`src/pma_defs.svh`:
```
`ifndef PMA_DEFS_SVH
`define PMA_DEFS_SVH

//////////////////////////////////////////////////
// PMA build-time configuration
//////////////////////////////////////////////////

// Number of programmable regions in the table
// Any value from 1 up is supported
`define PMA_NUM_REGIONS 8

// Width of the transaction ID tag carried through the pipeline
`define PMA_ID_W 4

// Atomic extension present
// 1 checks atomic accesses against the region atomic attribute
// 0 lets atomic accesses through on any region
`define PMA_A_EXT 1

`endif
```
`src/pma_pkg.sv`:
```
`include "pma_defs.svh"

package pma_pkg;

  //////////////////////////////////////////////////
  // Region index
  //////////////////////////////////////////////////

  // At least one bit even for a single-region table
  localparam int PMA_IDX_W = (`PMA_NUM_REGIONS > 1) ? $clog2(`PMA_NUM_REGIONS) : 1;

  typedef logic [PMA_IDX_W-1:0] pma_idx_t;

  //////////////////////////////////////////////////
  // Region configuration
  //////////////////////////////////////////////////

  // Region range is in word addresses
  // Low bound inclusive, high bound exclusive
  typedef struct packed {
    logic [31:0] word_addr_low;
    logic [31:0] word_addr_high;
    // Main memory, otherwise I/O
    logic        main;
    logic        bufferable;
    logic        cacheable;
    // Integrity checking enabled for this region
    logic        integrity;
    // Atomic operations permitted
    logic        atomic;
  } pma_cfg_t;

  // Attributes when no region matches
  // All zero, so the access is treated as I/O
  localparam pma_cfg_t PMA_R_DEFAULT = '{
    word_addr_low  : 32'h0,
    word_addr_high : 32'h0,
    main           : 1'b0,
    bufferable     : 1'b0,
    cacheable      : 1'b0,
    integrity      : 1'b0,
    atomic         : 1'b0
  };

  // Attributes forced for debug module region accesses
  // Range fields are don't care here
  localparam pma_cfg_t PMA_DBG = '{
    word_addr_low  : 32'h0,
    word_addr_high : 32'h0,
    main           : 1'b1,
    bufferable     : 1'b0,
    cacheable      : 1'b0,
    integrity      : 1'b0,
    atomic         : 1'b0
  };

endpackage

```
`src/pma_unit.sv`:
```
`timescale 1ns/1ps

`include "pma_defs.svh"

module pma_unit (
  input  logic                    clk,
  input  logic                    rst_i,

  // Region table write
  input  logic                    cfg_we_i,
  input  pma_pkg::pma_idx_t       cfg_idx_i,
  input  logic [31:0]             cfg_addr_low_i,
  input  logic [31:0]             cfg_addr_high_i,
  input  logic                    cfg_main_i,
  input  logic                    cfg_bufferable_i,
  input  logic                    cfg_cacheable_i,
  input  logic                    cfg_integrity_i,
  input  logic                    cfg_atomic_i,

  // Transaction request
  input  logic                    trans_valid_i,
  input  logic [`PMA_ID_W-1:0]    trans_id_i,
  input  logic [31:0]             trans_addr_i,
  input  logic                    trans_debug_region_i,
  input  logic                    trans_pushpop_i,
  input  logic                    instr_fetch_access_i,
  input  logic                    misaligned_access_i,
  input  logic                    load_access_i,
  input  logic                    atomic_access_i,

  // Result, two cycles after the request
  output logic                    pma_valid_o,
  output logic [`PMA_ID_W-1:0]    pma_id_o,
  output logic                    pma_err_o,
  output logic                    pma_integrity_o,
  output logic                    pma_bufferable_o,
  output logic                    pma_cacheable_o
);

  pma_pkg::pma_cfg_t [`PMA_NUM_REGIONS-1:0] region_cfg;

  // Stage 1 to stage 2
  logic                 lk_valid;
  logic [`PMA_ID_W-1:0] lk_id;
  pma_pkg::pma_cfg_t    lk_cfg;
  logic                 lk_fetch;
  logic                 lk_load;
  logic                 lk_misaligned;
  logic                 lk_pushpop;
  logic                 lk_atomic;

  //////////////////////////////////////////////////
  // Region table
  //////////////////////////////////////////////////

  pma_region_table u_region_table (
    .clk              (clk),
    .rst_i            (rst_i),
    .cfg_we_i         (cfg_we_i),
    .cfg_idx_i        (cfg_idx_i),
    .cfg_addr_low_i   (cfg_addr_low_i),
    .cfg_addr_high_i  (cfg_addr_high_i),
    .cfg_main_i       (cfg_main_i),
    .cfg_bufferable_i (cfg_bufferable_i),
    .cfg_cacheable_i  (cfg_cacheable_i),
    .cfg_integrity_i  (cfg_integrity_i),
    .cfg_atomic_i     (cfg_atomic_i),
    .region_cfg_o     (region_cfg)
  );

  //////////////////////////////////////////////////
  // Pipeline stages
  //////////////////////////////////////////////////

  // Stage 1 resolves the region
  pma_lookup_stage u_lookup (
    .clk                  (clk),
    .rst_i                (rst_i),
    .region_cfg_i         (region_cfg),
    .trans_valid_i        (trans_valid_i),
    .trans_id_i           (trans_id_i),
    .trans_addr_i         (trans_addr_i),
    .trans_debug_region_i (trans_debug_region_i),
    .trans_pushpop_i      (trans_pushpop_i),
    .instr_fetch_access_i (instr_fetch_access_i),
    .misaligned_access_i  (misaligned_access_i),
    .load_access_i        (load_access_i),
    .atomic_access_i      (atomic_access_i),
    .lk_valid_o           (lk_valid),
    .lk_id_o              (lk_id),
    .lk_cfg_o             (lk_cfg),
    .lk_fetch_o           (lk_fetch),
    .lk_load_o            (lk_load),
    .lk_misaligned_o      (lk_misaligned),
    .lk_pushpop_o         (lk_pushpop),
    .lk_atomic_o          (lk_atomic)
  );

  // Stage 2 applies the access rules
  pma_check_stage u_check (
    .clk              (clk),
    .rst_i            (rst_i),
    .lk_valid_i       (lk_valid),
    .lk_id_i          (lk_id),
    .lk_cfg_i         (lk_cfg),
    .lk_fetch_i       (lk_fetch),
    .lk_load_i        (lk_load),
    .lk_misaligned_i  (lk_misaligned),
    .lk_pushpop_i     (lk_pushpop),
    .lk_atomic_i      (lk_atomic),
    .pma_valid_o      (pma_valid_o),
    .pma_id_o         (pma_id_o),
    .pma_err_o        (pma_err_o),
    .pma_integrity_o  (pma_integrity_o),
    .pma_bufferable_o (pma_bufferable_o),
    .pma_cacheable_o  (pma_cacheable_o)
  );

endmodule

```
`src/pma_check_stage.sv`:
```
`timescale 1ns/1ps

`include "pma_defs.svh"

module pma_check_stage (
  input  logic                    clk,
  input  logic                    rst_i,

  // Lookup stage result
  input  logic                    lk_valid_i,
  input  logic [`PMA_ID_W-1:0]    lk_id_i,
  input  pma_pkg::pma_cfg_t       lk_cfg_i,
  input  logic                    lk_fetch_i,
  input  logic                    lk_load_i,
  input  logic                    lk_misaligned_i,
  input  logic                    lk_pushpop_i,
  input  logic                    lk_atomic_i,

  // Final PMA result
  output logic                    pma_valid_o,
  output logic [`PMA_ID_W-1:0]    pma_id_o,
  output logic                    pma_err_o,
  output logic                    pma_integrity_o,
  output logic                    pma_bufferable_o,
  output logic                    pma_cacheable_o
);

  logic main_err;
  logic atomic_err;
  logic access_err;
  logic bufferable;

  //////////////////////////////////////////////////
  // Access rules
  //////////////////////////////////////////////////

  // Fetch, misaligned and push/pop all need main memory
  assign main_err = (lk_fetch_i || lk_misaligned_i || lk_pushpop_i) && !lk_cfg_i.main;

  // Atomics need the region atomic attribute
  // Only checked when the atomic extension is built in
  assign atomic_err = (`PMA_A_EXT != 0) && lk_atomic_i && !lk_cfg_i.atomic;

  assign access_err = main_err || atomic_err;

  // Fetches and loads are never bufferable
  assign bufferable = lk_cfg_i.bufferable && !lk_fetch_i && !lk_load_i;

  //////////////////////////////////////////////////
  // Output register
  //////////////////////////////////////////////////

  always_ff @(posedge clk) begin
    if (rst_i) begin
      pma_valid_o      <= 1'b0;
      pma_id_o         <= '0;
      pma_err_o        <= 1'b0;
      pma_integrity_o  <= 1'b0;
      pma_bufferable_o <= 1'b0;
      pma_cacheable_o  <= 1'b0;
    end else begin
      pma_valid_o <= lk_valid_i;
      // Result fields hold between valid pulses
      if (lk_valid_i) begin
        pma_id_o         <= lk_id_i;
        pma_err_o        <= access_err;
        pma_integrity_o  <= lk_cfg_i.integrity;
        pma_bufferable_o <= bufferable;
        pma_cacheable_o  <= lk_cfg_i.cacheable;
      end
    end
  end

endmodule

```
`src/pma_lookup_stage.sv`:
```
`timescale 1ns/1ps

`include "pma_defs.svh"

module pma_lookup_stage (
  input  logic                                        clk,
  input  logic                                        rst_i,

  // Region table contents
  input  pma_pkg::pma_cfg_t [`PMA_NUM_REGIONS-1:0]    region_cfg_i,

  // Transaction request
  input  logic                                        trans_valid_i,
  input  logic [`PMA_ID_W-1:0]                        trans_id_i,
  input  logic [31:0]                                 trans_addr_i,
  input  logic                                        trans_debug_region_i,
  input  logic                                        trans_pushpop_i,
  input  logic                                        instr_fetch_access_i,
  input  logic                                        misaligned_access_i,
  input  logic                                        load_access_i,
  input  logic                                        atomic_access_i,

  // Registered lookup result towards the check stage
  output logic                                        lk_valid_o,
  output logic [`PMA_ID_W-1:0]                        lk_id_o,
  output pma_pkg::pma_cfg_t                           lk_cfg_o,
  output logic                                        lk_fetch_o,
  output logic                                        lk_load_o,
  output logic                                        lk_misaligned_o,
  output logic                                        lk_pushpop_o,
  output logic                                        lk_atomic_o
);

  logic [31:0]                 word_addr;
  logic [`PMA_NUM_REGIONS-1:0] region_hit;
  logic                        hit_found;
  pma_pkg::pma_cfg_t           match_cfg;
  pma_pkg::pma_cfg_t           resolved_cfg;

  //////////////////////////////////////////////////
  // Region match
  //////////////////////////////////////////////////

  // Table bounds are word addresses
  assign word_addr = {2'b00, trans_addr_i[31:2]};

  // Range compare for every region in parallel
  generate
    for (genvar i = 0; i < `PMA_NUM_REGIONS; i++) begin : g_cmp
      assign region_hit[i] = (word_addr >= region_cfg_i[i].word_addr_low) &&
                             (word_addr <  region_cfg_i[i].word_addr_high);
    end
  endgenerate

  // Priority select
  // Lowest index wins when ranges overlap
  always_comb begin
    hit_found = 1'b0;
    match_cfg = pma_pkg::PMA_R_DEFAULT;
    for (int i = 0; i < `PMA_NUM_REGIONS; i++) begin
      if (region_hit[i] && !hit_found) begin
        hit_found = 1'b1;
        match_cfg = region_cfg_i[i];
      end
    end
  end

  // Debug module region overrides any table match
  assign resolved_cfg = trans_debug_region_i ? pma_pkg::PMA_DBG : match_cfg;

  //////////////////////////////////////////////////
  // Stage register
  //////////////////////////////////////////////////

  always_ff @(posedge clk) begin
    if (rst_i) begin
      lk_valid_o <= 1'b0;
    end else begin
      lk_valid_o <= trans_valid_i;
    end
  end

  // Payload only loads with a valid request
  always_ff @(posedge clk) begin
    if (trans_valid_i) begin
      lk_id_o         <= trans_id_i;
      lk_cfg_o        <= resolved_cfg;
      lk_fetch_o      <= instr_fetch_access_i;
      lk_load_o       <= load_access_i;
      lk_misaligned_o <= misaligned_access_i;
      lk_pushpop_o    <= trans_pushpop_i;
      lk_atomic_o     <= atomic_access_i;
    end
  end

endmodule

```
`src/pma_region_table.sv`:
```
`timescale 1ns/1ps

`include "pma_defs.svh"

module pma_region_table (
  input  logic                                        clk,
  input  logic                                        rst_i,

  // Configuration write port
  input  logic                                        cfg_we_i,
  input  pma_pkg::pma_idx_t                           cfg_idx_i,
  input  logic [31:0]                                 cfg_addr_low_i,
  input  logic [31:0]                                 cfg_addr_high_i,
  input  logic                                        cfg_main_i,
  input  logic                                        cfg_bufferable_i,
  input  logic                                        cfg_cacheable_i,
  input  logic                                        cfg_integrity_i,
  input  logic                                        cfg_atomic_i,

  // All regions, read combinationally by the lookup stage
  output pma_pkg::pma_cfg_t [`PMA_NUM_REGIONS-1:0]    region_cfg_o
);

  //////////////////////////////////////////////////
  // Write data
  //////////////////////////////////////////////////

  pma_pkg::pma_cfg_t                        wr_cfg;
  logic [`PMA_NUM_REGIONS-1:0]              entry_we;
  pma_pkg::pma_cfg_t [`PMA_NUM_REGIONS-1:0] region_q;

  // Pack the loose write fields into one configuration word
  always_comb begin
    wr_cfg                = pma_pkg::PMA_R_DEFAULT;
    wr_cfg.word_addr_low  = cfg_addr_low_i;
    wr_cfg.word_addr_high = cfg_addr_high_i;
    wr_cfg.main           = cfg_main_i;
    wr_cfg.bufferable     = cfg_bufferable_i;
    wr_cfg.cacheable      = cfg_cacheable_i;
    wr_cfg.integrity      = cfg_integrity_i;
    wr_cfg.atomic         = cfg_atomic_i;
  end

  //////////////////////////////////////////////////
  // Region registers
  //////////////////////////////////////////////////

  generate
    for (genvar i = 0; i < `PMA_NUM_REGIONS; i++) begin : g_entry

      // Per-entry write decode
      // An index beyond the table selects no entry and the write is dropped
      assign entry_we[i] = cfg_we_i && (cfg_idx_i == i);

      // Reset leaves every entry with an empty range, so nothing matches
      always_ff @(posedge clk) begin
        if (rst_i) begin
          region_q[i] <= pma_pkg::PMA_R_DEFAULT;
        end else if (entry_we[i]) begin
          region_q[i] <= wr_cfg;
        end
      end

    end
  endgenerate

  // New contents become visible the cycle after the strobe
  // A request sampled on the same edge still sees the old entry
  assign region_cfg_o = region_q;

endmodule

```
`config.mk`:
```
export PLATFORM = sky130hd
export DESIGN_NAME = pma_unit
export DESIGN_NICKNAME = d
export VERILOG_FILES = /design/src/pma_pkg.sv /design/src/pma_unit.sv /design/src/pma_check_stage.sv /design/src/pma_lookup_stage.sv /design/src/pma_region_table.sv
export VERILOG_INCLUDE_DIRS = /design/src
export SDC_FILE = /design/constraint.sdc
export NUM_CORES = 2
export LEC_CHECK = 0
export BUFFER_PORTS_ARGS = -buffer_cell sky130_fd_sc_hd__buf_2
export CAP_MARGIN = 20
export CORE_ASPECT_RATIO = 0.9
export CORE_UTILIZATION = 30
export DETAILED_ROUTE_END_ITERATION = 16
export PLACE_DENSITY = 0.51
export RECOVER_POWER = 25
export SYNTH_ARGS = -nofsm -noshare
export SYNTH_HDL_FRONTEND = slang
export SYNTH_SLANG_ARGS = --single-unit
```
`constraint.sdc`:
```
create_clock -name clk -period 3.9 [get_ports clk]
set_input_delay 0.39 -clock clk [delete_from_list [all_inputs] [get_ports clk]]
set_output_delay 0.39 -clock clk [all_outputs]
set_load 0.005 [all_outputs]
```
# Yosys cells after proc, flatten, opt, wreduce, memory -nomap -nowiden
# Index checks and enable logic that the tools add are counted.
[totals]
register_bits = 576
latch_bits = 0
mem_bits_rw = 0
mem_bits_ro = 0
input_bits = 118
elab_cells = 154
n_memories = 0
[op_classes]
addsub = 0
multipliers = 0
n_div = 0
order_cmp = 16
n_eq_ne = 7
shifts = 0
muxes = 15
n_bitwise = 0
n_reduce_logical = 42
[ops]
columns = ["cell", "n"]
rows = [
  ["30-bit by 32-bit >= comparator with 1-bit output", 8],
  ["30-bit by 32-bit less-than comparator with 1-bit output", 8],
  ["5-bit 2-to-1 mux", 8],
  ["1-bit logical AND", 27],
  ["3-bit == test (second input constant)", 4],
  ["1-bit zero test", 11],
  ["1-bit 2-to-1 mux", 7],
  ["3-bit by 2-bit == test with 1-bit output (second input constant)", 2],
  ["3-bit by 1-bit == test with 1-bit output (second input constant)", 1],
  ["3-bit zero test", 1],
  ["1-bit logical OR", 3],
]

# Depth between registers and ports, before layout
[depth]
word_depth = 24
mapped_depth = 13
depth_no_buf = 12

# By module
# Synthesis repeated with hierarchy kept, for this count alone.
[unflattened]
cells_unflattened = 4401
hier_area_um2 = 40077.2
[by_module_without_submodules]
columns = ["module", "instances", "cells_per_inst", "area_per_inst_um2", "seq_area_each_um2"]
rows = [
  ["pma_region_table", 1, 1941, 21464.3, 11050.6],
  ["pma_lookup_stage", 1, 2427, 18276.3, 2362.3],
  ["pma_check_stage", 1, 33, 336.6, 180.2],
]

# Worst setup path after synthesis
# Ideal clock, no wire load.
[synth_path]
path_type = "input port to flip-flop"
from = "input port trans_addr_i[2]"
to = "register u_lookup.lk_cfg_o[3] (netlist name), data pin"
setup_time_ns = 0.268
t_arrival_ns = 2.946
setup_slack_ns = 0.686
cell_stages = 12
n_path_buf = 0
cell_sequence = "inv_1 -> ha_1 -> nand2b_1 -> a2111oi_0 -> nor4b_1 -> o31ai_2 -> a221oi_4 -> a21oi_2 -> nand4_4 -> or4_4 -> o31ai_1 -> a221oi_2"
[synth_between]
elab_chain_len = 24
elab_cells_between_ends = 53
classes_between = "order compare (16); mux (15); reduce/logical (22)"
[synth_lines]
columns = ["item", "line", "source"]
rows = [
  ["start: declaration", "pma_unit.sv:23", "input logic [31:0] trans_addr_i,"],
  ["30-bit by 32-bit >= comparator with 1-bit output / 30-bit by 32-bit less-than comparator with 1-bit output (equally long branches)", "pma_lookup_stage.sv:50, pma_lookup_stage.sv:51", ""],
  ["1-bit logical AND", "pma_lookup_stage.sv:50", "assign region_hit[i] = (word_addr >= region_cfg_i[i].word_addr_low) &&"],
  ["1-bit 2-to-1 mux", "pma_lookup_stage.sv:61", "if (region_hit[i] && !hit_found) begin"],
  ["1-bit zero test", "pma_lookup_stage.sv:61", ""],
  ["1-bit logical AND", "pma_lookup_stage.sv:61", ""],
  ["1-bit 2-to-1 mux", "pma_lookup_stage.sv:61", ""],
  ["1-bit zero test", "pma_lookup_stage.sv:61", ""],
  ["1-bit logical AND", "pma_lookup_stage.sv:61", ""],
  ["(+8 left out)", "-", ""],
  ["1-bit logical AND", "pma_lookup_stage.sv:61", ""],
  ["1-bit 2-to-1 mux", "pma_lookup_stage.sv:61", ""],
  ["1-bit zero test", "pma_lookup_stage.sv:61", ""],
  ["1-bit logical AND", "pma_lookup_stage.sv:61", ""],
  ["1-bit 2-to-1 mux", "pma_lookup_stage.sv:61", ""],
  ["1-bit zero test", "pma_lookup_stage.sv:61", ""],
  ["1-bit logical AND", "pma_lookup_stage.sv:61", ""],
  ["5-bit 2-to-1 mux (*)", "pma_lookup_stage.sv:61", ""],
  ["end signal: assignment", "pma_lookup_stage.sv:87", "lk_cfg_o <= resolved_cfg;"],
  ["end: declaration", "pma_lookup_stage.sv:26", "output pma_pkg::pma_cfg_t lk_cfg_o,"],
]
# Every way passes the cells marked *; elsewhere a longest branch is shown, timed or not.
# A chain may end at the register's enable or synchronous reset.

# Final worst setup path
[layout_path]
from = "register u_region_table.region_q, in the netlist u_region_table.region_cfg_o[37]"
to = "register u_lookup.lk_cfg_o[3] (netlist name), data pin"
[layout_between]
elab_chain_len = 24
elab_cells_between_ends = 31
classes_between = "order compare (1); mux (15); reduce/logical (15)"
[layout_lines]
columns = ["item", "line", "source"]
rows = [
  ["start: declaration", "pma_region_table.sv:30", "pma_pkg::pma_cfg_t [`PMA_NUM_REGIONS-1:0] region_q;"],
  ["start signal: indexed assignment", "pma_region_table.sv:58", "region_q[i] <= pma_pkg::PMA_R_DEFAULT;"],
  ["start signal: indexed assignment", "pma_region_table.sv:60", "region_q[i] <= wr_cfg;"],
  ["30-bit by 32-bit >= comparator with 1-bit output (*)", "pma_lookup_stage.sv:50", ""],
  ["1-bit logical AND (*)", "pma_lookup_stage.sv:50", ""],
  ["1-bit 2-to-1 mux", "pma_lookup_stage.sv:61", ""],
  ["1-bit zero test", "pma_lookup_stage.sv:61", ""],
  ["1-bit logical AND", "pma_lookup_stage.sv:61", ""],
  ["1-bit 2-to-1 mux", "pma_lookup_stage.sv:61", ""],
  ["1-bit zero test", "pma_lookup_stage.sv:61", ""],
  ["1-bit logical AND", "pma_lookup_stage.sv:61", ""],
  ["(+8 left out)", "-", ""],
  ["1-bit logical AND", "pma_lookup_stage.sv:61", ""],
  ["1-bit 2-to-1 mux", "pma_lookup_stage.sv:61", ""],
  ["1-bit zero test", "pma_lookup_stage.sv:61", ""],
  ["1-bit logical AND", "pma_lookup_stage.sv:61", ""],
  ["1-bit 2-to-1 mux", "pma_lookup_stage.sv:61", ""],
  ["1-bit zero test", "pma_lookup_stage.sv:61", ""],
  ["1-bit logical AND", "pma_lookup_stage.sv:61", ""],
  ["5-bit 2-to-1 mux (*)", "pma_lookup_stage.sv:61", ""],
]
# Marks and branches as above.

==> flow_summary.yaml <==
pwr:
  p_leak_nw: 13.3
  vdd_drop_max_mv: 0.286
  p_sw_w: 0.00398
  sw_frac_of_total_pct: 27.6
  p_per_area_nw_per_um2: 388
  seqPwrFrac_pct: 42.5
  clkPwrFrac_pct: 44.8
  intPower_w: 0.0104
  p_comb_share_pct: 12.7
  p_total_w: 0.0144
layout:
  syn_to_final_growth_pct: 15.0
  fin_util_pct: 35.0
  layout-drive-gt1-share_pct: 8.85
  insertedDiodeCount: 0
  final_cells: 5787
  fin_nets: 4944
  final_cell_mix: "nand2_1 (1199), a21oi_1 (706), dfxtp_1 (562)"
  design_area_um2: 37100
  layout_commonest_cell: "nand2_1"
sta:
  rsz0062_at_grt: "no"
  finalCriticalPeriod_ns: 3.71
  fin_skew_ns: 0.0335
  relSlewSlack_pct: -61.1
  finalCritPeriodShare_pct: 95.0
  tns_ns: 0
  fmax_ghz: 0.270
  finalSetupViolCount: 0
  finalMaxSlewViolations: 374
  worstMarginPinSlew_ns: 2.42
  finalHoldViolations: 0
placed_design:
  dpl_cell_area_um2: 34800
  numPortBuffers: 124
  gp_congestion: 0.820
  dp.cells: 5653
  hpwl_um: 69800
flow_run:
  cap_violations: 6
floorplanning:
  die_w_um: 347
  start_util_pct: 30.4
  die_h_um: 313
  die_area_um2: 109000
  coreArea_um2: 106000
  ios: 127
  fp-row-count: 113
critical_path:
  r2r_slack_ns: 0.19
  required_ns: 4.28
  crit_path_end_kind: "register"
  reg2reg_depth: 12
  r2r-end: "u_lookup.lk_cfg_o[3]"
  crit_slowest_cell: "a2111oi_0"
  arrival_ns: 4.09
  startpoint: "u_region_table.region_cfg_o[37]"
  worstPathMaxFanout: 4
  cp_cell_sequence: "ha_1, nand2b_1, a2111oi_0, buf_4, nor4b_1, o31ai_2, a221oi_4, a21oi_2, nand4_4, or4_4, o31ai_1, a221oi_2"
  reg2reg_from: "u_region_table.region_cfg_o[37]"
  slowest_delay_ns: 0.58
  cp-start-kind: "register"
  critPathKind: "reg2reg"
global_route:
  grt_pass1_wl_um: 157000
  grt_pass1_vias: 26100
  grt.total_usage_pct: 18.5
  grt_max_degree: 97
  antenna_found_initial: 4
  grt-ovfl-total: 0
yosys:
  synth_edf_count: 14
  synth_cell_type_count: 72
  syn_nets: 4853
  synthFlopType: "dfxtp_1"
  syn_avg_cell_area_um2: 7.56
  yosys_warnings: 0
  ys_ff_latch: 576
  synth-async-reset-ratio_pct: 0
  syn_area_um2: 32200
  netlist_instances: 4263
  yosysSeqAreaShare_pct: 36.2
cts:
  clkLatencyLatePin_ns: 0.64
  clk_pin_slew_ns: 0.06
  postCtsSetupRepairBufs: 0
  clockBufferDepth: 3
  cts_tree: "yes"
  cts_buffers: 70
  h-tree-depth: 3
  root_buffer: "clkbuf_16"
  cts.sinks: 576
hold_path:
  min-delay-start: "cfg_bufferable_i"
  min_path_type: "in2reg"
  hold_path_end: "u_region_table.region_cfg_o[279]"
  hold_depth: 3
routing:
  routed_wl_um: 102000
  drt_first_iter_violations: 1885
  detail-route-antenna-nets: 0
  drc_errors: 0
  dr_total_vias: 28000
  drt-pass1-iter-count: 7
  viasPerCell: 4.83
  post_drt_wl_per_cell_um: 17.5
run_status:
  status: "complete, but fails checks"
  violations: "max-capacitance violations, max-slew violations"
[power groups by stage]
stage / clock network (W) / registers [W] / logic, W
finish: 0.00645 / 0.00612 / 0.00183
global route: 0.00685 / 0.00613 / 0.00207
CTS: 0.00661 / 0.00611 / 0.00185
detailed placement: 0 / 0.00624 / 0.00183
global placement: 0 / 0.00624 / 0.00181
floorplan: 0 / 0.00623 / 0.00109
[cells by family after synthesis]
kind of cell | Yosys count | synth area share (%)
compound gates | 991 | 17.4
simple gates | 1483 | 18.9
buf+inv | 735 | 8.99
fa+ha+maj | 472 | 18.3
flops | 576 | 36.2
mux | 6 | 0.186
[sequential cells by signal, summed over array words and instances, names as in the netlist, 4 cells and up]
| register | cells |
|---|---|
| u_region_table.region_cfg_o | 552 |
| u_lookup.lk_cfg_o | 5 |
| u_check.pma_id_o | 4 |
| u_lookup.lk_id_o | 4 |
[final cells by class]
| cell class | count | area, um2 |
|---|---|---|
| inverters | 483 | 1810 |
| flip-flops and latches | 576 | 11700 |
| multi-input cells | 2952 | 17800 |
| fillers | 11300 | 69000 |
| repair buffers | 271 | 1820 |
| well taps | 1380 | 1730 |
| clock buffers | 102 | 1990 |
| clock inverters | 23 | 233 |
[through the flow]
stage	hold slack, ns	setup slack (ns)
2_1_floorplan	0.431	0.686
3_3_place_gp	0.439	-0.455
3_5_place_dp	0.442	-0.455
4_1_cts	0.0299	0.00637
5_1_grt	0.0587	0.000688
6_report	0.0688	0.194
[critical path: cells and delay by family (launching register included)]
family,cells,cell delay (ns)
compound gates,6,1.75
simple gates,4,0.91
fa+ha+maj,1,0.26
buf+inv,1,0.21
flops,1,0.31
[cells in the mapped netlist (20+ instances only)]
| library cell | number | area share [%] |
|---|---|---|
| nand4_1 | 46 | 0.89 |
| inv_1 | 482 | 5.6 |
| nand3_1 | 56 | 0.87 |
| ha_1 | 472 | 18 |
| nor2_1 | 73 | 0.85 |
| nand2b_1 | 20 | 0.39 |
| buf_4 | 20 | 0.47 |
| a21oi_1 | 706 | 11 |
| o21ai_0 | 72 | 1.1 |
| nand2_1 | 1202 | 14 |
| a211oi_1 | 27 | 0.63 |
| a21o_1 | 50 | 1.2 |
| dfxtp_1 | 562 | 35 |
| clkbuf_1 | 172 | 2.0 |
| clkbuf_2 | 49 | 0.76 |
[per-layer routing]
| metal | part of all wire (%) | global-route usage, % | wire, um | up-vias |
|---|---|---|---|---|
| met4 | 2.1 | 4.46 | 2090 | 2 |
| met2 | 44 | 29.0 | 44200 | 536 |
| li1 | - | - | - | 14300 |
| met3 | 4.7 | 2.63 | 4750 | 109 |
| met1 | 50 | 26.6 | 50500 | 13000 |
| met5 | 0.013 | 0 | 13 | - |
[timing repair]
| item | 4_1_cts | 5_1_grt |
|---|---|---|
| resized for setup | 1 | 5 |
| endpoints found under the hold margin | 9 | 0 |
| cloned | 0 | 0 |
| pin swaps | 0 | 0 |
| hold buffers | 9 | 0 |
| setup endpoints to repair | 5 | 5 |
[worst max path at each step]
stage,to,slack (ns),cells after the start
2_1_floorplan,u_lookup.lk_cfg_o[3],0.69,12
3_3_place_gp,u_lookup.lk_cfg_o[2],-0.46,16
3_5_place_dp,u_lookup.lk_cfg_o[2],-0.45,16
4_1_cts,u_lookup.lk_cfg_o[2],0.006,15
5_1_grt,u_lookup.lk_cfg_o[1],0.0007,13
6_report,u_lookup.lk_cfg_o[3],0.19,12
No activity file was read; power rests on OpenSTA's default activity.
